<file path="src/verilog/spi_pkg.sv">
// ------------------------------------------------------------
// spi master shared definitions
// sizes, serial clock divider, command layout, shifter states
// ------------------------------------------------------------
package spi_pkg;

  // transfer and bus sizes
  localparam int DATA_W     = 8;
  localparam int NUM_SLAVES = 4;
  localparam int SS_W       = 2;

  // command buffer
  localparam int FIFO_DEPTH = 4;
  localparam int PTR_W      = $clog2(FIFO_DEPTH);
  localparam int CNT_W      = $clog2(FIFO_DEPTH + 1);

  // system clocks per spi_clk half period
  localparam int CLK_DIV    = 4;
  localparam int DIV_W      = $clog2(CLK_DIV);

  // two edges per bit
  localparam int NUM_EDGES  = 2 * DATA_W;
  localparam int EDGE_W     = $clog2(NUM_EDGES);

  // setup + shift + hold, in system clocks
  localparam int XFER_CYCLES = (NUM_EDGES + 2) * CLK_DIV;

  // one queued transfer
  typedef struct packed {
    logic [DATA_W-1:0] data;
    logic [SS_W-1:0]   ss;
    logic              cpol;
    logic              cpha;
  } spi_cmd_t;

  typedef enum logic [1:0] {
    IDLE,
    SETUP,
    SHIFT,
    HOLD
  } shift_state_t;

endpackage
</file>
<file path="src/verilog/spi_cmd_if.sv">
// ------------------------------------------------------------
// command path between the command FIFO and the shifter
// head entry and level flags out, pop strobe back
// ------------------------------------------------------------
interface spi_cmd_if import spi_pkg::*; ();

  // head entry, valid while empty is low
  spi_cmd_t         cmd;
  logic             empty;
  // fill level
  logic [CNT_W-1:0] count;
  // one-cycle strobe, removes the head
  logic             pop;

  modport fifo (
    output cmd,
    output empty,
    output count,
    input  pop
  );

  modport shifter (
    input  cmd,
    input  empty,
    input  count,
    output pop
  );

endinterface

</file>
<file path="src/verilog/spi_master_top.sv">
// ------------------------------------------------------------
// spi master top level
// host strobes into the command FIFO, shifter drives the bus,
// monitor flags protocol errors
// ------------------------------------------------------------
module spi_master_top import spi_pkg::*; (
  input  logic                  sclk,
  input  logic                  rst_n,
  // host write side
  input  logic                  wr_en,
  input  logic [DATA_W-1:0]     wr_data,
  input  logic [SS_W-1:0]       wr_ss,
  input  logic                  wr_cpol,
  input  logic                  wr_cpha,
  // host status and return
  output logic                  full,
  output logic                  busy,
  output logic                  rx_valid,
  output logic [DATA_W-1:0]     rx_data,
  output logic [SS_W-1:0]       rx_ss,
  output logic                  protocol_err,
  // spi pins
  output logic                  spi_clk,
  output logic [NUM_SLAVES-1:0] cs_n,
  output logic                  mosi,
  input  logic                  miso
);

  spi_cmd_t wr_cmd;
  logic     active;
  logic     cur_cpol;
  logic     cur_cpha;

  spi_cmd_if cmd_if ();

  // pack the host fields
  assign wr_cmd.data = wr_data;
  assign wr_cmd.ss   = wr_ss;
  assign wr_cmd.cpol = wr_cpol;
  assign wr_cmd.cpha = wr_cpha;

  spi_cmd_fifo fifo_i (
    .sclk   (sclk),
    .rst_n  (rst_n),
    .wr_en  (wr_en),
    .wr_cmd (wr_cmd),
    .full   (full),
    .cmd_if (cmd_if.fifo)
  );

  spi_shifter shifter_i (
    .sclk     (sclk),
    .rst_n    (rst_n),
    .cmd_if   (cmd_if.shifter),
    .spi_clk  (spi_clk),
    .cs_n     (cs_n),
    .mosi     (mosi),
    .miso     (miso),
    .busy     (busy),
    .rx_valid (rx_valid),
    .rx_data  (rx_data),
    .rx_ss    (rx_ss),
    .active   (active),
    .cpol     (cur_cpol),
    .cpha     (cur_cpha)
  );

  // mode bits come from the command in flight
  spi_bus_monitor monitor_i (
    .sclk         (sclk),
    .rst_n        (rst_n),
    .spi_clk      (spi_clk),
    .cs_n         (cs_n),
    .mosi         (mosi),
    .active       (active),
    .cpol         (cur_cpol),
    .cpha         (cur_cpha),
    .protocol_err (protocol_err)
  );

endmodule

</file>
<file path="src/verilog/spi_bus_monitor.sv">
// ------------------------------------------------------------
// spi bus protocol checker
// watches selects, spi_clk and mosi, sticky error flag
// ------------------------------------------------------------
module spi_bus_monitor import spi_pkg::*; (
  input  logic                  sclk,
  input  logic                  rst_n,
  input  logic                  spi_clk,
  input  logic [NUM_SLAVES-1:0] cs_n,
  input  logic                  mosi,
  input  logic                  active,
  input  logic                  cpol,
  input  logic                  cpha,
  output logic                  protocol_err
);

  // previous pin values
  logic spi_clk_q;
  logic mosi_q;
  logic sel_q;

  logic sel;
  logic clk_edge;
  logic sample_edge;
  logic cs_viol;
  logic idle_viol;
  logic mosi_viol;

  // ------------------------------------------------------------
  // edge detect
  // ------------------------------------------------------------
  assign sel         = !(&cs_n);
  // only edges inside a selection count
  assign clk_edge    = sel && sel_q && (spi_clk != spi_clk_q);
  // leading edge leaves cpol, slave samples there when cpha is 0
  assign sample_edge = clk_edge && ((spi_clk != cpol) ^ cpha);

  // ------------------------------------------------------------
  // rules
  // ------------------------------------------------------------
  assign cs_viol   = sel && !active;
  assign idle_viol = !sel && (spi_clk != cpol);
  assign mosi_viol = sample_edge && (mosi != mosi_q);

  always_ff @(posedge sclk) begin
    if (!rst_n) begin
      spi_clk_q    <= 1'b0;
      mosi_q       <= 1'b0;
      sel_q        <= 1'b0;
      protocol_err <= 1'b0;
    end else begin
      spi_clk_q <= spi_clk;
      mosi_q    <= mosi;
      sel_q     <= sel;
      // held until reset
      if (cs_viol || idle_viol || mosi_viol) begin
        protocol_err <= 1'b1;
      end
    end
  end

  // ------------------------------------------------------------
  // assertions on the pins
  // ------------------------------------------------------------
  a_select_in_xfer: assert property (
    @(posedge sclk) disable iff (!rst_n)
    !active |-> &cs_n
  );

  a_idle_level: assert property (
    @(posedge sclk) disable iff (!rst_n)
    &cs_n |-> (spi_clk == cpol)
  );

  a_mosi_stable: assert property (
    @(posedge sclk) disable iff (!rst_n)
    (!(&cs_n) && !(&$past(cs_n)) && $changed(spi_clk) &&
     ((spi_clk != cpol) ^ cpha)) |-> $stable(mosi)
  );

endmodule

</file>
<file path="src/verilog/spi_shifter.sv">
// ------------------------------------------------------------
// spi serial engine
// one command at a time: chip select, spi_clk, mosi out,
// miso in MSB first, received byte back with a strobe
// ------------------------------------------------------------
module spi_shifter import spi_pkg::*; (
  input  logic                  sclk,
  input  logic                  rst_n,
  spi_cmd_if.shifter            cmd_if,
  output logic                  spi_clk,
  output logic [NUM_SLAVES-1:0] cs_n,
  output logic                  mosi,
  input  logic                  miso,
  output logic                  busy,
  output logic                  rx_valid,
  output logic [DATA_W-1:0]     rx_data,
  output logic [SS_W-1:0]       rx_ss,
  output logic                  active,
  output logic                  cpol,
  output logic                  cpha
);

  shift_state_t      state;
  // latched command, frees the fifo head during a transfer
  spi_cmd_t          cur_cmd;

  logic [DIV_W-1:0]  div_cnt;
  logic [EDGE_W-1:0] edge_cnt;
  logic [EDGE_W-1:0] edge_idx;
  logic [DATA_W-1:0] tx_sreg;
  logic [DATA_W-1:0] rx_sreg;

  logic              half_done;
  logic              last_edge;
  logic              edge_fire;
  logic              leading;
  logic              do_sample;
  logic              do_shift;

  // ------------------------------------------------------------
  // edge scheduling
  // ------------------------------------------------------------
  assign half_done = (div_cnt == DIV_W'(CLK_DIV - 1));
  assign last_edge = (edge_cnt == EDGE_W'(NUM_EDGES - 1));

  // edge 0 closes SETUP, the rest open each SHIFT half period
  assign edge_fire = half_done &&
                     ((state == SETUP) || ((state == SHIFT) && !last_edge));
  assign edge_idx  = (state == SETUP) ? '0 : edge_cnt + 1'b1;
  // even edges move away from the idle level
  assign leading   = !edge_idx[0];

  // cpha 0: sample on leading, change on trailing
  // cpha 1: the other way round, MSB is already out before edge 0
  assign do_sample = edge_fire && (cur_cmd.cpha ? !leading : leading);
  assign do_shift  = edge_fire &&
                     (cur_cmd.cpha ? (leading && (edge_idx != '0)) : !leading);

  // ------------------------------------------------------------
  // outputs
  // ------------------------------------------------------------
  assign cmd_if.pop = (state == IDLE) && !cmd_if.empty;
  assign busy       = (state != IDLE);
  assign active     = (state != IDLE);
  // mosi parks low between transfers
  assign mosi       = busy && tx_sreg[DATA_W-1];
  assign cpol       = cur_cmd.cpol;
  assign cpha       = cur_cmd.cpha;

  // ------------------------------------------------------------
  // control FSM
  // ------------------------------------------------------------
  always_ff @(posedge sclk) begin
    if (!rst_n) begin
      state    <= IDLE;
      cur_cmd  <= '0;
      div_cnt  <= '0;
      edge_cnt <= '0;
      spi_clk  <= 1'b0;
      cs_n     <= '1;
      rx_valid <= 1'b0;
    end else begin
      rx_valid <= 1'b0;
      // half period divider, free running outside IDLE
      if (state != IDLE) begin
        div_cnt <= half_done ? '0 : div_cnt + 1'b1;
      end
      if (edge_fire) begin
        spi_clk <= ~spi_clk;
      end
      unique case (state)
        IDLE: begin
          if (cmd_if.pop) begin
            cur_cmd <= cmd_if.cmd;
            // park at the new idle level together with the select
            spi_clk <= cmd_if.cmd.cpol;
            cs_n    <= ~(NUM_SLAVES'(1) << cmd_if.cmd.ss);
            div_cnt <= '0;
            state   <= SETUP;
          end
        end
        SETUP: begin
          if (half_done) begin
            edge_cnt <= '0;
            state    <= SHIFT;
          end
        end
        SHIFT: begin
          if (half_done) begin
            if (last_edge) begin
              state <= HOLD;
            end else begin
              edge_cnt <= edge_idx;
            end
          end
        end
        HOLD: begin
          if (half_done) begin
            cs_n     <= '1;
            rx_valid <= 1'b1;
            state    <= IDLE;
          end
        end
        default: state <= IDLE;
      endcase
    end
  end

  // ------------------------------------------------------------
  // data path
  // ------------------------------------------------------------
  always_ff @(posedge sclk) begin
    if (cmd_if.pop) begin
      tx_sreg <= cmd_if.cmd.data;
    end else if (do_shift) begin
      tx_sreg <= {tx_sreg[DATA_W-2:0], 1'b0};
    end
    if (do_sample) begin
      rx_sreg <= {rx_sreg[DATA_W-2:0], miso};
    end
    // result goes out with the strobe
    if ((state == HOLD) && half_done) begin
      rx_data <= rx_sreg;
      rx_ss   <= cur_cmd.ss;
    end
  end

  // ------------------------------------------------------------
  // checks
  // ------------------------------------------------------------
  a_one_select: assert property (
    @(posedge sclk) disable iff (!rst_n)
    $onehot0(~cs_n)
  );

  // pull only with every select released and an entry really there
  a_pop_in_idle: assert property (
    @(posedge sclk) disable iff (!rst_n)
    cmd_if.pop |-> (&cs_n) && (cmd_if.count != '0)
  );

  // select drops the cycle after pop, strobe a full transfer later
  a_fixed_latency: assert property (
    @(posedge sclk) disable iff (!rst_n)
    cmd_if.pop |=> ##(XFER_CYCLES) rx_valid
  );

endmodule

</file>
<file path="src/verilog/spi_cmd_fifo.sv">
// ------------------------------------------------------------
// command FIFO
// circular buffer between host strobes and the shifter,
// writes while full are dropped
// ------------------------------------------------------------
module spi_cmd_fifo import spi_pkg::*; (
  input  logic       sclk,
  input  logic       rst_n,
  input  logic       wr_en,
  input  spi_cmd_t   wr_cmd,
  output logic       full,
  spi_cmd_if.fifo    cmd_if
);

  // storage, payload only
  spi_cmd_t         mem [FIFO_DEPTH];

  logic [PTR_W-1:0] wr_ptr;
  logic [PTR_W-1:0] rd_ptr;
  logic [CNT_W-1:0] count;
  logic             push;
  logic             pop;
  logic             empty;

  // ------------------------------------------------------------
  // flags
  // ------------------------------------------------------------
  assign full  = (count == CNT_W'(FIFO_DEPTH));
  assign empty = (count == '0);

  // dropped when full, even on a pop cycle
  assign push  = wr_en && !full;
  // guard against a stray pop on empty
  assign pop   = cmd_if.pop && !empty;

  assign cmd_if.empty = empty;
  assign cmd_if.count = count;
  // head entry straight from the array
  assign cmd_if.cmd   = mem[rd_ptr];

  // ------------------------------------------------------------
  // storage write
  // ------------------------------------------------------------
  always_ff @(posedge sclk) begin
    if (push) begin
      mem[wr_ptr] <= wr_cmd;
    end
  end

  // ------------------------------------------------------------
  // pointers and count
  // ------------------------------------------------------------
  always_ff @(posedge sclk) begin
    if (!rst_n) begin
      wr_ptr <= '0;
      rd_ptr <= '0;
      count  <= '0;
    end else begin
      // depth is a power of two, pointers wrap by themselves
      if (push) begin
        wr_ptr <= wr_ptr + 1'b1;
      end
      if (pop) begin
        rd_ptr <= rd_ptr + 1'b1;
      end
      unique case ({push, pop})
        2'b10:   count <= count + 1'b1;
        2'b01:   count <= count - 1'b1;
        default: count <= count;
      endcase
    end
  end

  // ------------------------------------------------------------
  // checks
  // ------------------------------------------------------------
  // level never runs past the array
  a_count_bound: assert property (
    @(posedge sclk) disable iff (!rst_n)
    count <= CNT_W'(FIFO_DEPTH)
  );

  // the shifter only pulls a command that is there
  a_no_pop_empty: assert property (
    @(posedge sclk) disable iff (!rst_n)
    cmd_if.pop |-> !empty
  );

endmodule

</file>
<file path="config.mk">
export PLATFORM = sky130hd
export DESIGN_NAME = spi_master_top
export DESIGN_NICKNAME = d
export VERILOG_FILES = /design/src/verilog/spi_pkg.sv /design/src/verilog/spi_cmd_if.sv /design/src/verilog/spi_master_top.sv /design/src/verilog/spi_bus_monitor.sv /design/src/verilog/spi_shifter.sv /design/src/verilog/spi_cmd_fifo.sv
export SDC_FILE = /design/constraint.sdc
export NUM_CORES = 1
export LEC_CHECK = 0
export ABC_AREA = 1
export BUFFER_PORTS_ARGS = -buffer_cell sky130_fd_sc_hd__buf_2
export CAP_MARGIN = 20
export CORE_MARGIN = 2
export CORE_UTILIZATION = 50
export DETAILED_ROUTE_END_ITERATION = 8
export HOLD_SLACK_MARGIN = 0.03
export PLACE_DENSITY = 0.69
export SLEW_MARGIN = 0
export SYNTH_ARGS = -nofsm -noshare
export SYNTH_HDL_FRONTEND = slang
export SYNTH_HIERARCHICAL = 1
export SYNTH_SLANG_ARGS = --single-unit
</file>
<file path="constraint.sdc">
create_clock -name sclk -period 6.1 [get_ports sclk]
set_input_delay 0.61 -clock sclk [delete_from_list [all_inputs] [get_ports sclk]]
set_output_delay 0.61 -clock sclk [all_outputs]
set_load 0.02 [all_outputs]
</file>
# After elaboration in Yosys (flattened, before gate mapping)
# Memories as Yosys holds them, arrays and structs flattened. A register that Yosys moved wholly into a read port is not among the register bits.
# Cells that the tools add are included.
dict set report word_totals {
  ff_bits 55
  input_bits 16
  ramBits 48
  memories 1
  latch_bits 0
  elab_cells 118
  mem_bits_ro 0
}
dict set report op_classes {
  add_sub_neg 6
  n_bitwise 3
  n_lt_le_gt_ge 0
  eq_ne 17
  n_mul 0
  n_shift 1
  muxes 31
  div 0
  reduce_logical 39
}
# memory depth word_bits rd rd_clocked_by_memory_dff wr line_no
set memory_table {}
lappend memory_table {fifo_i.mem 4 12 1 1 1 spi_cmd_fifo.sv:16} ;# spi_cmd_t mem [FIFO_DEPTH];
# op count
set ops {}
lappend ops {{4-bit 2-to-1 mux} 6}
lappend ops {{2-bit 2-to-1 mux} 11}
lappend ops {{1-bit logical AND} 16}
lappend ops {{8-bit 2-to-1 mux} 2}
lappend ops {{4-bit one-hot mux with 2 select lines} 2}
lappend ops {{2-bit nonzero test} 5}
lappend ops {{2-bit equality test, second input constant} 4}
lappend ops {{1-bit 2-to-1 mux} 8}
lappend ops {{2-bit by 1-bit inequality test with 1-bit output, second input constant} 4}
lappend ops {{2-bit one-hot mux with 4 select lines} 1}
lappend ops {{4-bit AND reduction} 2}
lappend ops {{2-bit by 1-bit adder with 2-bit output, second input constant} 3}
lappend ops {{1-bit logical NOT} 6}
lappend ops {{3-bit one-hot mux with 2 select lines} 1}
lappend ops {{5-bit AND reduction} 1}
lappend ops {{4-bit by 1-bit adder with 4-bit output, second input constant} 1}
lappend ops {{2-bit by 1-bit equality test with 1-bit output, second input constant} 2}
lappend ops {{4-bit equality test, second input constant} 1}
lappend ops {{2-bit inequality test, second input constant} 2}
lappend ops {{4-bit NOT} 1}
lappend ops {{2-bit AND reduction} 2}
lappend ops {{4-bit nonzero test} 1}
lappend ops {{1-bit by 2-bit << shifter with 4-bit output, first input constant} 1}
lappend ops {{3-bit by 1-bit adder with 3-bit output, second input constant} 1}
lappend ops {{9 further kinds} 13}

# Longest topological paths before layout
dict set report logic_depth {
  depth_word 8
  mapped_depth 16
}

# Modules after synthesis
# Netlist, hierarchy kept.
# module area_each_um2 instances cells_each
set by_module_without_submodules {}
lappend by_module_without_submodules {spi_cmd_fifo 2285.9 1 186}
lappend by_module_without_submodules {spi_shifter 1821.7 1 184}
lappend by_module_without_submodules {spi_bus_monitor 240.2 1 41}

# Least setup slack after synthesis
# Ideal clock, no wire load.
dict set report synth_timing {
  path_type {reg2reg}
  startpoint {register shifter_i.state[0]}
  endpoint {register fifo_i.count[2] (netlist: fifo_i/cmd_if.count[2])}
  setup_slack_ps 3967
  synth_period_minus_slack_ps 2133
  arrival_ps 2020
  path_stages_with_launch 17
  required_time_ps 5987
  cell_sequence {dfxtp_1 -> inv_1 -> ha_1 -> inv_2 -> nor2_4 -> buf_4 -> nand2_1 -> inv_2 -> ha_1 -> inv_1 -> fa_1 -> inv_1 -> nand2_1 -> nand3_1 -> nand2_1 -> nand2_1 -> nor2_1}
}
dict set report synth_between {
  elab_chain_cells 5
  word_cells_on_any_way 7
  classes_between {2 x eq/ne; 1 x mux; 4 x reduce/logical}
}
# item line_no
set synth_lines {}
lappend synth_lines {{from (decl)} spi_shifter.sv:23} ;# shift_state_t state;
lappend synth_lines {{from (signal assigned)} spi_shifter.sv:75} ;# state <= IDLE;
lappend synth_lines {{from (signal assigned)} spi_shifter.sv:99} ;# state <= SETUP;
lappend synth_lines {{from (signal assigned)} spi_shifter.sv:105} ;# state <= SHIFT;
lappend synth_lines {{2-bit logical NOT *} spi_shifter.sv:62} ;# assign cmd_if.pop = (state == IDLE) && !cmd_if.empty;
lappend synth_lines {{1-bit logical AND *} spi_shifter.sv:62}
lappend synth_lines {{via cmd_if.pop} spi_cmd_if.sv:13} ;# logic pop;
lappend synth_lines {{1-bit logical AND *} spi_cmd_fifo.sv:34} ;# assign pop = cmd_if.pop && !empty;
lappend synth_lines {{via fifo_i.pop} spi_cmd_fifo.sv:22} ;# logic pop;
lappend synth_lines {{2-bit by 1-bit equality test with 1-bit output / 2-bit equality test (equally long branches)} spi_cmd_fifo.sv:66} ;# unique case ({push, pop})
lappend synth_lines {{3-bit one-hot mux with 2 select lines / 2-bit nonzero test (equally long branches)} --}
lappend synth_lines {{to (signal assigned)} spi_cmd_fifo.sv:67} ;# 2'b10: count <= count + 1'b1;
lappend synth_lines {{to (signal assigned)} spi_cmd_fifo.sv:68} ;# 2'b01: count <= count - 1'b1;
lappend synth_lines {{to (signal assigned)} spi_cmd_fifo.sv:69} ;# default: count <= count;
lappend synth_lines {{to (decl)} spi_cmd_fifo.sv:20} ;# logic [CNT_W-1:0] count;
# The timed path passes the listed nets; every way through them passes the cells marked *.
# A chain may end at the register's enable or synchronous reset.

# Worst setup path in the final report
# Same ends and word-level chain as after synthesis.

==> tab_implementation.tex <==
\begin{tabular}{lr}
\hline
Metric & Value \\
\hline
\multicolumn{2}{l}{\textbf{Worst setup path}} \\
\quad Data required, critical path & approximately 6.4 ns \\
\quad Largest delay share family, worst path & adder cells \\
\quad Register-to-register setup slack & 3.62 ns \\
\quad Timing endpoint of the critical path & fifo\_i/cmd\_if.count[2] \\
\quad Critical path class & reg2reg \\
\quad Library cell contributing the largest single delay on the critical path & sky130\_fd\_sc\_hd\_\_fa\_1 \\
\quad Cell count of the worst reg-to-reg path & 15 \\
\quad Arrival time at the worst endpoint & 2.75 ns \\
\quad Startpoint of the worst setup timing path & shifter\_i/state[0] \\
\quad Critical path buffers and inverters & 5 \\
\quad Element type at the critical path end & register \\
\quad CP Launch Type & register \\
\quad Cell count along the critical path & 15 \\
\quad Most frequent cell on the critical path & sky130\_fd\_sc\_hd\_\_nand2\_1 \\
\quad Slowest stage delay, CP & $\sim$0.38 ns \\
\quad Cell Chain, Critical Path & inv\_1, ha\_1, inv\_2, nor2\_4, nand2\_1, inv\_2, ha\_1, inv\_1, fa\_1, inv\_1, nand2\_1, nand3\_1, nand2\_1, nand2\_1, nor2\_1 \\
\quad Critical path fanouts, max & 16 \\
\quad Endpoint of the worst register-to-register path & fifo\_i/cmd\_if.count[2] \\
\quad Startpoint of the worst-slack reg-to-reg timing path & shifter\_i/state[0] \\
\multicolumn{2}{l}{\textbf{Yosys}} \\
\quad Nets in the synthesized netlist & between 400 and 500 \\
\quad Share of the yosys chip area belonging to registers & 0.654 \\
\quad Most repeated cell in the gate-level netlist after synthesis & sky130\_fd\_sc\_hd\_\_nand2\_1 \\
\quad Warnings, synthesis & 6 \\
\quad Post-synthesis instance area & roughly 4300 um2 \\
\quad Synthesized instance count & roughly 410 \\
\quad Number of flops mapped to enable cells by yosys & 74 \\
\quad Area contributors post-synth & sky130\_fd\_sc\_hd\_\_edfxtp\_1 51\%, sky130\_fd\_sc\_hd\_\_dfxtp\_1 14\%, sky130\_fd\_sc\_hd\_\_nand2\_1 6.6\% \\
\quad Leading cell types by count after synthesis & 77 x sky130\_fd\_sc\_hd\_\_nand2\_1, 74 x sky130\_fd\_sc\_hd\_\_edfxtp\_1, 51 x sky130\_fd\_sc\_hd\_\_nor2\_1 \\
\quad Average instance area after synthesis & around 11 um2 \\
\quad Largest area contributor in the netlist & sky130\_fd\_sc\_hd\_\_edfxtp\_1 \\
\quad Prevailing post-synth register cell & sky130\_fd\_sc\_hd\_\_edfxtp\_1 \\
\quad Area fraction of the dominant cell type after synthesis & 0.511 \\
\quad Number of distinct library cell variants in the gate-level netlist after synthesis & 29 \\
\quad FFs w/ async S/R, synth & 0 \\
\quad Number of register bits inferred by synthesis & about 110 \\
\multicolumn{2}{l}{\textbf{Clock tree}} \\
\quad Buffer type at the clock tree root & sky130\_fd\_sc\_hd\_\_clkbuf\_8 \\
\quad Hold Buf Count CTS & 0 \\
\quad Clock buffer count from CTS & 9 \\
\quad CTS tree & yes \\
\quad Clock network latency to the later pin of the worst-skew pair & 0.37 ns \\
\quad Clock transition at path regs & 0.11 ns \\
\quad Post-cts sizing count & 0 \\
\quad Clock tree buffer depth & 2 \\
\quad Number of levels in the clock H-tree & 3 \\
\quad Setup repair bufs after CTS & 0 \\
\quad Count of clock tree sinks & 105 \\
\multicolumn{2}{l}{\textbf{Hold path}} \\
\quad Path type of the worst min-delay path & in2reg \\
\multicolumn{2}{l}{\textbf{Timing}} \\
\quad Setup Total Neg Slack & 0 ns \\
\quad Final Cycle Share & 0.407 \\
\quad Setup clock skew after layout & 0.0151 ns \\
\quad Highest achievable clock rate & 0.403 GHz \\
\quad Final max-slew violation count & 0 \\
\quad Number of hold-slack violations in the final timing report & 0 \\
\quad Setup repair after global routing missed its margin & no \\
\quad Final min period & between 2 and 2.5 ns \\
\quad Worst slew margin relative to its limit & 0.463 \\
\quad Total of endpoints with negative setup slack in the final report & 0 \\
\quad Worst setup slack after layout & between 3 and 4 ns \\
\quad Transition at the pin with the smallest max-transition slack & 0.804 ns \\
\quad Worst hold margin & roughly 0.43 ns \\
\multicolumn{2}{l}{\textbf{Floorplan}} \\
\quad Floorplan die height & 97.3 um \\
\quad Standard-cell rows & 34 \\
\quad Die area & between 9000 and 10000 um2 \\
\quad Die W & 97.3 um \\
\quad I/O Pins & 36 \\
\quad Area of the core region & 8590 um2 \\
\quad Starting Density & 0.506 \\
\multicolumn{2}{l}{\textbf{Routing}} \\
\quad Final ANT Viol Nets & 0 \\
\quad Via count & between 2000 and 3000 \\
\quad Total wirelength of the detailed-routed design & about 7700 um \\
\quad Vias per inst & 4.96 \\
\quad Initial detailed-routing violation count & 96 \\
\quad Number of search-and-repair iterations in the first detailed-routing pass & 4 \\
\quad Routed wire length per instance & about 14 um \\
\quad Detailed-route DRC error count & 0 \\
\multicolumn{2}{l}{\textbf{Final layout}} \\
\quad Post-Layout Inst Area & roughly 4800 um2 \\
\quad Fin nets & 479 \\
\quad Area taken by multi-input logic gates & between 1000 and 1500 um2 \\
\quad Diode count & 0 \\
\quad Share of cells above drive strength 1 & 0.171 \\
\quad Area Growth Syn to Fin & 11.0\% \\
\quad Number of filler instances in the final layout & 740 \\
\quad Sequential standard cell area & 2840 um2 \\
\multicolumn{2}{l}{\textbf{Pwr}} \\
\quad Peak ir drop on the vdd network & around 0.00016 V \\
\quad Static leakage & 1.94 nW \\
\quad Power Density & 425 nW/um2 \\
\multicolumn{2}{l}{\textbf{Global routing}} \\
\quad Global-route met3 utilization & 0.0273 \\
\quad Pin count of the biggest net entering global routing & 26 \\
\quad Global-route wire length before repair & around 13000 um \\
\quad Initial antenna violation count & 0 \\
\quad Most used routing layer & met2 \\
\quad Global Route met1 Usage & 0.212 \\
\quad Grt ovf & 0 \\
\quad Global Route met2 Usage & 0.285 \\
\quad Total global-route track usage & 0.166 \\
\quad Vias in the first global route & between 2000 and 3000 \\
\multicolumn{2}{l}{\textbf{Place}} \\
\quad Buffers added on ports & 35 \\
\quad Gpl congestion & about 0.8 \\
\quad Setup slack after placement & about 3.7 ns \\
\quad DP Area & 4580 um2 \\
\quad HPWL after DPL & a little over 5000 um \\
\multicolumn{2}{l}{\textbf{Flow run}} \\
\quad Max-cap violations & 0 \\
\multicolumn{2}{l}{\textbf{Run status}} \\
\quad Outcome & finished, final reports clean \\
\hline
\end{tabular}
[worst min path at each step]
stage / startpoint / endpoint / slack (ns) / cells after the start
global route: miso / shifter_i/rx_sreg[0] / 0.41 / 1
floorplan: shifter_i/rx_sreg[7] / shifter_i/rx_data[7] / 0.40 / 0
detailed placement: shifter_i/rx_sreg[7] / shifter_i/rx_data[7] / 0.41 / 0
finish: miso / shifter_i/rx_sreg[0] / 0.43 / 1
global placement: shifter_i/rx_sreg[7] / shifter_i/rx_data[7] / 0.40 / 0
CTS: miso / shifter_i/rx_sreg[0] / 0.41 / 1
[flip-flops by register name (all words and copies together), names as in the netlist, named ones only]
signal,count
shifter_i/rx_sreg,8
fifo_i/rd_ptr,2
shifter_i/cpol,1
shifter_i/spi_clk,1
shifter_i/rx_valid,1
shifter_i/rx_data,8
monitor_i/sel_q,1
shifter_i/cur_cmd,2
shifter_i/state,2
monitor_i/spi_clk_q,1
monitor_i/protocol_err,1
fifo_i/cmd_if.count,3
monitor_i/mosi_q,1
shifter_i/rx_ss,2
shifter_i/cs_n,4
shifter_i/tx_sreg,8
fifo_i/wr_ptr,2
shifter_i/edge_cnt,4
shifter_i/cpha,1
fifo_i/mem,48
shifter_i/div_cnt,2
[routing by layer]
metal  vias to the layer above  share of wire
met1                      1289           0.46
met2                        44           0.50
met3                         5          0.028
met4                         0         0.0077
met5                         -              0
li1                       1460              -
[power breakdown]
| part | leakage [nW] | switching, mW | total (mW) | internal [mW] |
|---|---|---|---|---|
| Sequential | 0.933 | 0.0839 | 0.985 | 0.901 |
| Clock | 0.103 | 0.263 | 0.427 | 0.164 |
| Combinational | 0.907 | 0.428 | 0.640 | 0.212 |
[placed cells by master, fill, tap and decap left out]
cell type                   n
sky130_fd_sc_hd__o22ai_1   12
sky130_fd_sc_hd__nand3_1   19
sky130_fd_sc_hd__nor2_4     2
sky130_fd_sc_hd__and2_1     1
sky130_fd_sc_hd__clkinv_4   2
sky130_fd_sc_hd__a21oi_1   16
sky130_fd_sc_hd__fa_1       1
sky130_fd_sc_hd__buf_2     35
sky130_fd_sc_hd__dfxtp_1   31
sky130_fd_sc_hd__inv_2      9
sky130_fd_sc_hd__inv_6      1
sky130_fd_sc_hd__ha_1      11
sky130_fd_sc_hd__nor2_1    51
sky130_fd_sc_hd__nand2_1   77
sky130_fd_sc_hd__a21boi_0   1
sky130_fd_sc_hd__nand2_4    1
sky130_fd_sc_hd__buf_6      3
sky130_fd_sc_hd__clkbuf_8   9
sky130_fd_sc_hd__inv_8      2
sky130_fd_sc_hd__o21ai_1   22
sky130_fd_sc_hd__clkinv_8   2
sky130_fd_sc_hd__or2_2      1
sky130_fd_sc_hd__nor3_1     3
sky130_fd_sc_hd__inv_1     41
sky130_fd_sc_hd__nand3_2    2
sky130_fd_sc_hd__clkinv_1   1
sky130_fd_sc_hd__buf_4      1
sky130_fd_sc_hd__nor2_2     1
sky130_fd_sc_hd__nand2_2    4
sky130_fd_sc_hd__nand4_1    2
sky130_fd_sc_hd__a21oi_2    3
sky130_fd_sc_hd__o21ai_0   14
sky130_fd_sc_hd__nand3b_1   1
sky130_fd_sc_hd__edfxtp_1  74
[stage by stage]
stage	utilization	power [mW]	cells
detailed placement	0.533	1.63	544
global placement	0.533	1.61	544
floorplan	-	1.51	411
global route	0.562	2.20	564
finish	0.562	2.05	564
CTS	0.557	2.06	560
[layout make-up]
class	instances	area share
Clock buffer	9	0.0257
Clock inverter	7	0.0169
Sequential cell	105	0.589
Tap cell	108	0.0280
Inverter	51	0.0397
Timing Repair Buffer	39	0.0449
Multi-Input combinational cell	245	0.256
[logic make-up after synthesis]
family / share of synthesized area
buf+inv: 0.0622
flops: 0.654
simple gates: 0.163
fa+ha+maj: 0.0363
compound gates: 0.0849
Power figures use the tool's default switching activity.
